$ cat config.mk
export PLATFORM = sky130hd
export DESIGN_NAME = rp_acq_top
export DESIGN_NICKNAME = d
export VERILOG_FILES = /design/src/verilog/rp_adc_pkg.sv /design/src/verilog/rp_hk_pkg.sv /design/src/verilog/rp_idly_if.sv /design/src/verilog/rp_acq_top.sv /design/src/verilog/rp_adc_lane.sv /design/src/verilog/rp_hk_regs.sv
export SDC_FILE = /design/constraint.sdc
export NUM_CORES = 1
export LEC_CHECK = 0
export ABC_AREA = 0
export CELL_PAD_IN_SITES_DETAIL_PLACEMENT = 0
export CELL_PAD_IN_SITES_GLOBAL_PLACEMENT = 1
export CORE_UTILIZATION = 46
export CTS_CLUSTER_SIZE = 20
export DETAILED_ROUTE_END_ITERATION = 12
export DONT_BUFFER_PORTS = 1
export PLACE_DENSITY = 0.83
export SLEW_MARGIN = 10
export SYNTH_ARGS = -nofsm -noshare
export SYNTH_HDL_FRONTEND = slang
export SYNTH_SLANG_ARGS = --single-unit
$ cat constraint.sdc
create_clock -name clk_i -period 2 [get_ports clk_i]
set_input_delay 0.3 -clock clk_i [delete_from_list [all_inputs] [get_ports clk_i]]
set_output_delay 0.3 -clock clk_i [all_outputs]
set_load 0.02 [all_outputs]
$ cat src/verilog/rp_adc_pkg.sv
//////////////////////////////////////////////////
// ADC input path definitions
//////////////////////////////////////////////////

package rp_adc_pkg;

  // DDR lines per channel, two bits per line per clock
  localparam int ADC_LINES = 7;
  localparam int ADC_DW    = 14;  // one full sample
  localparam int TAP_W     = 5;   // idelay tap range 0..31
  localparam int ADC_CH    = 2;   // scope channels

  // raw pin vector of one channel
  typedef logic [ADC_LINES-1:0] adc_lines_t;

  // assembled sample, rise bits even, fall bits odd
  typedef logic [ADC_DW-1:0] adc_word_t;

  // single tap counter
  typedef logic [TAP_W-1:0] tap_cnt_t;

  // all tap counters of one channel
  typedef tap_cnt_t [ADC_LINES-1:0] tap_vec_t;

endpackage: rp_adc_pkg

$ cat src/verilog/rp_hk_pkg.sv
//////////////////////////////////////////////////
// housekeeping bus and register map
//////////////////////////////////////////////////

package rp_hk_pkg;

  localparam int APB_AW = 12;  // 4 KB window
  localparam int APB_DW = 32;

  typedef logic [APB_AW-1:0] apb_addr_t;
  typedef logic [APB_DW-1:0] apb_data_t;
  typedef logic [8-1:0]      led_t;  // eight board LEDs

  //////////////////////////////////////////////////
  // register offsets
  //////////////////////////////////////////////////

  localparam apb_addr_t REG_ID        = 12'h000;  // ro
  localparam apb_addr_t REG_LED       = 12'h004;  // rw
  localparam apb_addr_t REG_EXP_DIR   = 12'h010;  // rw, 1 = output
  localparam apb_addr_t REG_EXP_OUT   = 12'h014;  // rw
  localparam apb_addr_t REG_EXP_IN    = 12'h018;  // ro, synchronized pins
  localparam apb_addr_t REG_IDLY_CTRL = 12'h020;  // wo, pulse generator
  localparam apb_addr_t REG_ADC0      = 12'h028;  // ro
  localparam apb_addr_t REG_ADC1      = 12'h02C;  // ro
  // tap counts, one word per line, ch0 first then ch1
  localparam apb_addr_t REG_TAP_BASE  = 12'h040;

  // IDLY_CTRL fields
  localparam int IDLY_MASK_LSB = 0;   // line mask, 14 bits
  localparam int IDLY_INC_BIT  = 16;  // direction
  localparam int IDLY_CE_BIT   = 17;  // step enable
  localparam int IDLY_LD_BIT   = 18;  // reload to zero

endpackage: rp_hk_pkg

$ cat src/verilog/rp_idly_if.sv
`timescale 1ns/1ns

//////////////////////////////////////////////////
// delay control and sample path of one channel
//////////////////////////////////////////////////

interface rp_idly_if;

  // control pulses, one bit per DDR line
  rp_adc_pkg::adc_lines_t idly_ld;   // load tap to zero
  rp_adc_pkg::adc_lines_t idly_ce;   // step enable
  rp_adc_pkg::adc_lines_t idly_inc;  // step up when set, down otherwise

  // status coming back from the lane
  rp_adc_pkg::tap_vec_t   idly_cnt;  // current tap per line
  rp_adc_pkg::adc_word_t  adc_dat;   // latest sample

  // housekeeping side
  modport ctrl (
    output idly_ld,
    output idly_ce,
    output idly_inc,
    input  idly_cnt,
    input  adc_dat
  );

  // capture lane side
  modport lane (
    input  idly_ld,
    input  idly_ce,
    input  idly_inc,
    output idly_cnt,
    output adc_dat
  );

endinterface: rp_idly_if
$ cat src/verilog/rp_acq_top.sv
`timescale 1ns/1ns

module rp_acq_top #(
  parameter int                   EXP_W = 9,             // expansion bank width
  parameter rp_hk_pkg::apb_data_t HK_ID = 32'h0000_0001  // board identification
)(
  // system
  input  logic                   clk_i,       // ADC clock drives everything
  input  logic                   rst_n_i,
  // APB
  input  logic                   psel_i,
  input  logic                   penable_i,
  input  logic                   pwrite_i,
  input  rp_hk_pkg::apb_addr_t   paddr_i,
  input  rp_hk_pkg::apb_data_t   pwdata_i,
  output rp_hk_pkg::apb_data_t   prdata_o,
  output logic                   pready_o,
  output logic                   pslverr_o,
  // ADC
  input  rp_adc_pkg::adc_lines_t adc0_dat_i,  // channel 0 DDR lines
  input  rp_adc_pkg::adc_lines_t adc1_dat_i,  // channel 1 DDR lines
  // expansion connector
  input  logic [EXP_W-1:0]       exp_dat_i,
  output logic [EXP_W-1:0]       exp_dat_o,
  output logic [EXP_W-1:0]       exp_dir_o,   // 1 = output enable
  // LED
  output rp_hk_pkg::led_t        led_o
);

  //////////////////////////////////////////////////
  // per channel delay and sample links
  //////////////////////////////////////////////////

  rp_idly_if lane0_if ();  // channel 0
  rp_idly_if lane1_if ();  // channel 1

  //////////////////////////////////////////////////
  // ADC capture lanes
  //////////////////////////////////////////////////

  // channel 0
  rp_adc_lane lane0 (
    .clk_i     (clk_i),
    .rst_n_i   (rst_n_i),
    .adc_dat_i (adc0_dat_i),
    .idly      (lane0_if.lane)
  );

  // channel 1, same timing as ch0
  rp_adc_lane lane1 (
    .clk_i     (clk_i),
    .rst_n_i   (rst_n_i),
    .adc_dat_i (adc1_dat_i),
    .idly      (lane1_if.lane)
  );

  //////////////////////////////////////////////////
  // housekeeping
  //////////////////////////////////////////////////

  // register file joins both lanes on the bus
  rp_hk_regs #(
    .EXP_W (EXP_W),
    .HK_ID (HK_ID)
  ) hk0 (
    // system
    .clk_i     (clk_i),
    .rst_n_i   (rst_n_i),
    // APB
    .psel_i    (psel_i),
    .penable_i (penable_i),
    .pwrite_i  (pwrite_i),
    .paddr_i   (paddr_i),
    .pwdata_i  (pwdata_i),
    .prdata_o  (prdata_o),
    .pready_o  (pready_o),
    .pslverr_o (pslverr_o),
    // LED
    .led_o     (led_o),
    // GPIO, no tristate here
    .exp_dat_i (exp_dat_i),
    .exp_dat_o (exp_dat_o),
    .exp_dir_o (exp_dir_o),
    // delay control
    .lane0     (lane0_if.ctrl),
    .lane1     (lane1_if.ctrl)
  );

endmodule: rp_acq_top

$ cat src/verilog/rp_adc_lane.sv
`timescale 1ns/1ns

module rp_adc_lane (
  input  logic                   clk_i,      // ADC clock, also system clock
  input  logic                   rst_n_i,
  input  rp_adc_pkg::adc_lines_t adc_dat_i,  // DDR pins after input delay
  rp_idly_if.lane                idly        // control in, taps and sample out
);

  rp_adc_pkg::adc_lines_t rise_q;  // rising edge half
  rp_adc_pkg::adc_lines_t fall_q;  // falling edge half
  rp_adc_pkg::adc_word_t  smp_d;   // interleaved halves
  rp_adc_pkg::adc_word_t  smp_q;
  rp_adc_pkg::tap_vec_t   tap_q;

  //////////////////////////////////////////////////
  // DDR capture
  //////////////////////////////////////////////////

  always_ff @(posedge clk_i or negedge rst_n_i)
  begin
    if (!rst_n_i)
      rise_q <= '0;
    else
      rise_q <= adc_dat_i;  // Q1 stage
  end

  // fall half held until the next rising edge
  always_ff @(negedge clk_i or negedge rst_n_i)
  begin
    if (!rst_n_i)
      fall_q <= '0;
    else
      fall_q <= adc_dat_i;
  end

  // bit 2j from rise, 2j+1 from fall
  always_comb
  begin
    for (int j = 0; j < rp_adc_pkg::ADC_LINES; j++)
    begin
      smp_d[2*j]   = rise_q[j];
      smp_d[2*j+1] = fall_q[j];  // odd position
    end
  end

  // both halves registered on one edge, same-edge pipelined
  always_ff @(posedge clk_i or negedge rst_n_i)
  begin
    if (!rst_n_i)
      smp_q <= '0;  // sample reads zero out of reset
    else
      smp_q <= smp_d;
  end

  assign idly.adc_dat = smp_q;

  //////////////////////////////////////////////////
  // tap counters
  //////////////////////////////////////////////////

  // one per line, wrap both ways
  always_ff @(posedge clk_i or negedge rst_n_i)
  begin
    if (!rst_n_i)
      tap_q <= '0;
    else
    begin
      for (int n = 0; n < rp_adc_pkg::ADC_LINES; n++)
      begin
        if (idly.idly_ld[n])
          tap_q[n] <= '0;  // ld wins over ce
        else if (idly.idly_ce[n])
        begin
          if (idly.idly_inc[n])
            tap_q[n] <= tap_q[n] + rp_adc_pkg::tap_cnt_t'(1);  // 31 -> 0
          else
            tap_q[n] <= tap_q[n] - rp_adc_pkg::tap_cnt_t'(1);  // 0 -> 31
        end
      end
    end
  end

  assign idly.idly_cnt = tap_q;

endmodule: rp_adc_lane

$ cat src/verilog/rp_hk_regs.sv
`timescale 1ns/1ns

module rp_hk_regs #(
  parameter int                   EXP_W = 9,             // expansion bank width
  parameter rp_hk_pkg::apb_data_t HK_ID = 32'h0000_0001  // returned at REG_ID
)(
  input  logic                 clk_i,
  input  logic                 rst_n_i,
  // APB slave, zero wait
  input  logic                 psel_i,
  input  logic                 penable_i,
  input  logic                 pwrite_i,
  input  rp_hk_pkg::apb_addr_t paddr_i,
  input  rp_hk_pkg::apb_data_t pwdata_i,
  output rp_hk_pkg::apb_data_t prdata_o,
  output logic                 pready_o,
  output logic                 pslverr_o,
  // LED
  output rp_hk_pkg::led_t      led_o,
  // expansion GPIO
  input  logic [EXP_W-1:0]     exp_dat_i,  // async pins
  output logic [EXP_W-1:0]     exp_dat_o,
  output logic [EXP_W-1:0]     exp_dir_o,  // 1 = drive
  // capture lanes
  rp_idly_if.ctrl              lane0,
  rp_idly_if.ctrl              lane1
);

  // lines over both channels
  localparam int TAP_N  = rp_adc_pkg::ADC_CH * rp_adc_pkg::ADC_LINES;
  localparam int TAP_IW = $clog2(TAP_N);
  localparam rp_hk_pkg::apb_addr_t TAP_END =
    rp_hk_pkg::REG_TAP_BASE + rp_hk_pkg::apb_addr_t'(4 * TAP_N);

  logic                             apb_acc;   // access phase
  logic                             rd_ok;     // address readable
  logic                             wr_ok;     // address writable
  logic                             acc_err;
  logic                             wr_en;
  rp_hk_pkg::apb_data_t             rd_dat;
  rp_hk_pkg::apb_addr_t             tap_off;
  logic [TAP_IW-1:0]                tap_idx;
  logic                             tap_hit;
  rp_adc_pkg::tap_cnt_t [TAP_N-1:0] tap_all;   // ch1 lines on top
  rp_hk_pkg::led_t                  led_q;
  logic [EXP_W-1:0]                 dir_q;
  logic [EXP_W-1:0]                 out_q;
  logic [EXP_W-1:0]                 sync0_q;   // metastability stage
  logic [EXP_W-1:0]                 sync1_q;
  logic [TAP_N-1:0]                 idly_msk;
  logic [TAP_N-1:0]                 ld_q;
  logic [TAP_N-1:0]                 ce_q;
  logic [TAP_N-1:0]                 inc_q;

  //////////////////////////////////////////////////
  // address decode
  //////////////////////////////////////////////////

  assign tap_all = {lane1.idly_cnt, lane0.idly_cnt};
  assign tap_off = paddr_i - rp_hk_pkg::REG_TAP_BASE;
  assign tap_idx = tap_off[TAP_IW+1:2];  // word index = line number
  assign tap_hit = (paddr_i >= rp_hk_pkg::REG_TAP_BASE) && (paddr_i < TAP_END)
                   && (paddr_i[1:0] == 2'b00);

  always_comb
  begin
    rd_dat = '0;
    rd_ok  = 1'b0;
    wr_ok  = 1'b0;
    case (paddr_i)
      rp_hk_pkg::REG_ID:
      begin
        rd_ok  = 1'b1;
        rd_dat = HK_ID;
      end
      rp_hk_pkg::REG_LED:
      begin
        rd_ok  = 1'b1;
        wr_ok  = 1'b1;
        rd_dat = rp_hk_pkg::apb_data_t'(led_q);
      end
      rp_hk_pkg::REG_EXP_DIR:
      begin
        rd_ok  = 1'b1;
        wr_ok  = 1'b1;
        rd_dat = rp_hk_pkg::apb_data_t'(dir_q);
      end
      rp_hk_pkg::REG_EXP_OUT:
      begin
        rd_ok  = 1'b1;
        wr_ok  = 1'b1;
        rd_dat = rp_hk_pkg::apb_data_t'(out_q);
      end
      rp_hk_pkg::REG_EXP_IN:
      begin
        rd_ok  = 1'b1;
        rd_dat = rp_hk_pkg::apb_data_t'(sync1_q);
      end
      rp_hk_pkg::REG_IDLY_CTRL:
        wr_ok  = 1'b1;  // pulses only, nothing to read back
      rp_hk_pkg::REG_ADC0:
      begin
        rd_ok  = 1'b1;
        rd_dat = rp_hk_pkg::apb_data_t'(lane0.adc_dat);
      end
      rp_hk_pkg::REG_ADC1:
      begin
        rd_ok  = 1'b1;
        rd_dat = rp_hk_pkg::apb_data_t'(lane1.adc_dat);
      end
      default:
      begin
        if (tap_hit)  // tap readback window
        begin
          rd_ok  = 1'b1;
          rd_dat = rp_hk_pkg::apb_data_t'(tap_all[tap_idx]);
        end
      end
    endcase
  end

  // zero wait, answer in the same access phase
  assign apb_acc   = psel_i & penable_i;
  assign acc_err   = pwrite_i ? !wr_ok : !rd_ok;
  assign wr_en     = apb_acc & pwrite_i & wr_ok;  // bad writes dropped here
  assign pready_o  = apb_acc;
  assign pslverr_o = apb_acc & acc_err;
  assign prdata_o  = (apb_acc && !pwrite_i && rd_ok) ? rd_dat : '0;

  //////////////////////////////////////////////////
  // LED and GPIO registers
  //////////////////////////////////////////////////

  always_ff @(posedge clk_i or negedge rst_n_i)
  begin
    if (!rst_n_i)
    begin
      led_q <= '0;
      dir_q <= '0;  // all pins input
      out_q <= '0;
    end
    else if (wr_en)
    begin
      case (paddr_i)
        rp_hk_pkg::REG_LED:     led_q <= rp_hk_pkg::led_t'(pwdata_i);
        rp_hk_pkg::REG_EXP_DIR: dir_q <= pwdata_i[EXP_W-1:0];
        rp_hk_pkg::REG_EXP_OUT: out_q <= pwdata_i[EXP_W-1:0];
        default: ;
      endcase
    end
  end

  // two flop synchronizer on the pins
  always_ff @(posedge clk_i or negedge rst_n_i)
  begin
    if (!rst_n_i)
    begin
      sync0_q <= '0;
      sync1_q <= '0;
    end
    else
    begin
      sync0_q <= exp_dat_i;
      sync1_q <= sync0_q;
    end
  end

  assign led_o     = led_q;
  assign exp_dir_o = dir_q;
  assign exp_dat_o = out_q;

  //////////////////////////////////////////////////
  // delay control pulses
  //////////////////////////////////////////////////

  assign idly_msk = pwdata_i[rp_hk_pkg::IDLY_MASK_LSB +: TAP_N];

  // single cycle after the write, then back to idle
  always_ff @(posedge clk_i or negedge rst_n_i)
  begin
    if (!rst_n_i)
    begin
      ld_q  <= '0;
      ce_q  <= '0;
      inc_q <= '0;
    end
    else if (wr_en && (paddr_i == rp_hk_pkg::REG_IDLY_CTRL))
    begin
      ld_q  <= idly_msk & {TAP_N{pwdata_i[rp_hk_pkg::IDLY_LD_BIT]}};
      ce_q  <= idly_msk & {TAP_N{pwdata_i[rp_hk_pkg::IDLY_CE_BIT]}};
      inc_q <= idly_msk & {TAP_N{pwdata_i[rp_hk_pkg::IDLY_INC_BIT]}};
    end
    else
    begin
      ld_q  <= '0;
      ce_q  <= '0;
      inc_q <= '0;
    end
  end

  // mask split, low lines to ch0
  assign lane0.idly_ld  = ld_q[rp_adc_pkg::ADC_LINES-1:0];
  assign lane0.idly_ce  = ce_q[rp_adc_pkg::ADC_LINES-1:0];
  assign lane0.idly_inc = inc_q[rp_adc_pkg::ADC_LINES-1:0];
  assign lane1.idly_ld  = ld_q[TAP_N-1:rp_adc_pkg::ADC_LINES];
  assign lane1.idly_ce  = ce_q[TAP_N-1:rp_adc_pkg::ADC_LINES];
  assign lane1.idly_inc = inc_q[TAP_N-1:rp_adc_pkg::ADC_LINES];

endmodule: rp_hk_regs

==> out/metrics.cfg <==
[detailed_routing]
firstDrtPassIters = 5
wl_per_cell_um = 20.22
routed_wl_mm = 24.87
wl_met1_mm = 10.12
ant_nets = 0
maxUsedRoutingLayer = met4
via_count = 6823
drtIter0Drc = 428
met2_length_mm = 12.23
viasPerCell = 5.547
route.met3.wl_mm = 1.959
drc_errors = 0

[clocking]
h-tree-depth = 1
clk_path_buf_depth = 3
cts_tree = built
cts_root_buf = clkbuf_16
cts-hold-fix-buffers = 41
clk_latency_ps = 500
cts.clk_slew.worst_paths_ps = 60
cts_buffers = 22
numClockSinks = 212

[synth]
yosysWarnings = 0
synth_edf_count = 0
syn-cell-area_um2 = 10150
synth_cells = 839
synth_top_area_share_pct = 48.80
synthFlopType = dfrtp_1
avgSynthCellArea_um2 = 12.10
ys_ff_latch = 212
synthDistinctLibCells = 59
async_flop_share_pct = 100.0
yosysMostFrequentCell = dfrtp_1
synth_area_leaders = dfrtp_1 49%, ha_1 5.2%, xnor2_1 4.8%, mux2i_1 3.6%, mux2_2 3.5%
yosys.area.top_type = dfrtp_1
ys_top_cells_by_count = 198 x dfrtp_1, 88 x nor2_1, 56 x xnor2_1
seq_area_frac_synth_pct = 52.26

[flow_run]
cap_violations = 0

[power]
p_per_area_nw_per_um2 = 728.9
power.total_mw = 8.956
vdd_drop_max_mv = 0.8632
leakagePower_nw = 5.797

[setup_path]
worstPathRequired_ps = 1700
rr_worst_depth = 8
crit_type = register to output port
worstReg2RegEnd = lane1.idly.idly_cnt[14]$_DFFE_PN0P_
end_kind = output port
path_max_fanout = 3
cp_slowest_cell = mux4_2
path_cells = mux4_2, nor3b_1, o31ai_2, a31oi_2, buf_4
cpPeakStageDelay_ps = 470
reg2reg_slack_ps = 60
critPathLaunchType = register
r2r_start = lane1.idly.idly_cnt[11]$_DFFE_PN0P_
arrival_ps = 2160

[grt]
grt_pass1_vias = 7124
grt_max_degree = 213
grt_overflow = 0
grt_pass1_wl_mm = 39.49
grt_usage_pct = 22.98
antenna_found_initial = 0

[die]
num_rows = 53
die_y_um = 150.6
core_area_um2 = 21350
die_w_um = 150.6
die_area_um2 = 22670
ios = 132
initial_core_util_pct = 47.54

[cells_and_area]
drive_above_1_share_pct = 22.83
area_growth_pct = 21.03
ff_latch_area_um2 = 5309
multi_input_area_um2 = 4786
fillers = 1722
fin_nets = 1067
num_antenna_cells = 0

[outcome]
status = complete, but fails checks
violations = hold timing, setup timing

[timing]
maxSlewViolCount = 0
setup_viol = 14
period_minus_slack_ps = 2457
worstMarginPinSlew_ps = 823.7
setup_ws_ps = -457.3
finClkSkew_ps = 13.56
fmax_mhz = 406.9
final_hold_viol_count = 198
tns_ps = -3628
fin_crit_sh_pct = 122.9
fin_hold_ws_ps = -503.1
max_slew_margin_pct = 44.91
rsz0062_at_grt = true

[placed_design]
portBuffers = 0
globalplace.congestion = 0.9286
hpwlAfterDp_mm = 16.62
pre_cts_ws_ps = -274.7

[hold_path]
hp-class = input port to async pin

-- cells in the final DEF (no fill, tap or decap), types with 4 or more instances in the layout --
master / netlist / final
xnor2_1: 56 / 54
a21o_1: 28 / 28
dlygate4sd3_1: 0 / 41
a22o_1: 8 / 7
a21oi_1: 52 / 41
dfrtn_1: 14 / 14
a21oi_4: 0 / 5
a211oi_1: 15 / 15
fa_1: 14 / 12
conb_1: 1 / 18
mux2i_1: 37 / 37
clkbuf_1: 26 / 4
nand2_1: 11 / 11
dfrtp_1: 198 / 195
a22oi_1: 13 / 12
a21oi_2: 0 / 6
buf_4: 18 / 72
inv_1: 17 / 17
nor2_4: 1 / 6
and3_1: 45 / 45
clkinvlp_4: 0 / 4
a222oi_1: 5 / 5
mux4_2: 13 / 13
mux2_2: 32 / 32
ha_1: 42 / 42
nand3_1: 5 / 5
nand2b_1: 17 / 17
o21ai_0: 6 / 5
clkbuf_16: 0 / 23
nor2_1: 88 / 82
a31o_2: 14 / 14
-- registers in the layout (all words and copies together) (netlist names) --
signal / cells
hk0.ce_q: 14
hk0.exp_dat_o: 9
hk0.exp_dir_o: 9
hk0.inc_q: 14
hk0.ld_q: 14
hk0.led_o: 8
hk0.sync0_q: 9
hk0.sync1_q: 9
lane0.fall_q: 7
lane0.idly.adc_dat: 14
lane0.idly.idly_cnt: 35
lane0.rise_q: 7
lane1.fall_q: 7
lane1.idly.adc_dat: 14
lane1.idly.idly_cnt: 35
lane1.rise_q: 7
-- routing by layer --
layer	vias up	global-route usage (%)
met1	3405	29.44
met5	-	0
met3	38	6.212
met2	233	38.32
li1	3147	-
met4	0	6.212
-- logic make-up after synthesis --
group | count (synthesis) | synth area share [%]
DFF | 212 | 52.26
and+or+nand+nor | 198 | 10.36
AOI/OAI and AO/OA | 158 | 10.75
muxes | 82 | 10.08
buffers and inverters | 75 | 3.660
xor gates and xnor gates | 57 | 4.917
adders and majority gates | 56 | 7.937
other | 1 | 0.03694
-- layout make-up --
cell class	instances	share of cell area (%)
multi-input cells	569	38.95
inverters	17	0.5193
clock buffers	30	5.143
well taps	275	2.800
flip-flops and latches	212	43.21
repair buffers	117	8.248
clock inverters	10	1.130
-- what timing repair did --
| action | in CTS | in global routing |
|---|---|---|
| gates cloned | 0 | 0 |
| setup endpoints to repair | 15 | 20 |
| gates resized for setup | 15 | 15 |
| buffers inserted | 7 | 7 |
| hold endpoints to repair | 289 | 198 |
| pin swaps | 17 | 17 |
-- power by group --
| part | switching [mW] | internal, mW | total (mW) | leakage, nW |
|---|---|---|---|---|
| Sequential | 0.0268 | 4.37 | 4.39 | 2.79 |
| Combinational | 0.147 | 0.120 | 0.267 | 2.65 |
| Clock | 1.68 | 2.61 | 4.29 | 0.365 |
| Total | 1.86 | 7.10 | 8.96 | 5.80 |
-- through the flow --
stage               area, µm²  utilization (%)  hold slack (ps)  cells
finish                  12290            57.54           -503.1   1230
floorplan               10360                -            4.409    856
global placement        10880            50.94            15.76   1135
CTS                     12170            56.98           -508.5   1223
global route            12290            57.54           -524.9   1230
detailed placement      10880            50.94            17.90   1135
-- worst max path at each step --
stage                                              from     endpoint  slack [ps]  cells past startpoint
CTS                  lane1.idly.idly_cnt[4]$_DFFE_PN0P_  prdata_o[4]        -480                      5
global placement                            paddr_i[11]  prdata_o[8]        -230                      7
finish               lane0.idly.idly_cnt[4]$_DFFE_PN0P_  prdata_o[4]        -460                      5
floorplan                                   paddr_i[11]  prdata_o[3]        -250                      7
global route        lane0.idly.idly_cnt[29]$_DFFE_PN0P_  prdata_o[4]        -500                      5
detailed placement                          paddr_i[11]  prdata_o[8]        -270                      7
-- critical path: cells and delay by family (launching register included) --
family,cells,cell delay [ps]
compound gates,2,420
buf+inv,1,170
flops,1,420
mux,1,470
simple gates,1,180
(Power assumes the default switching activity.)
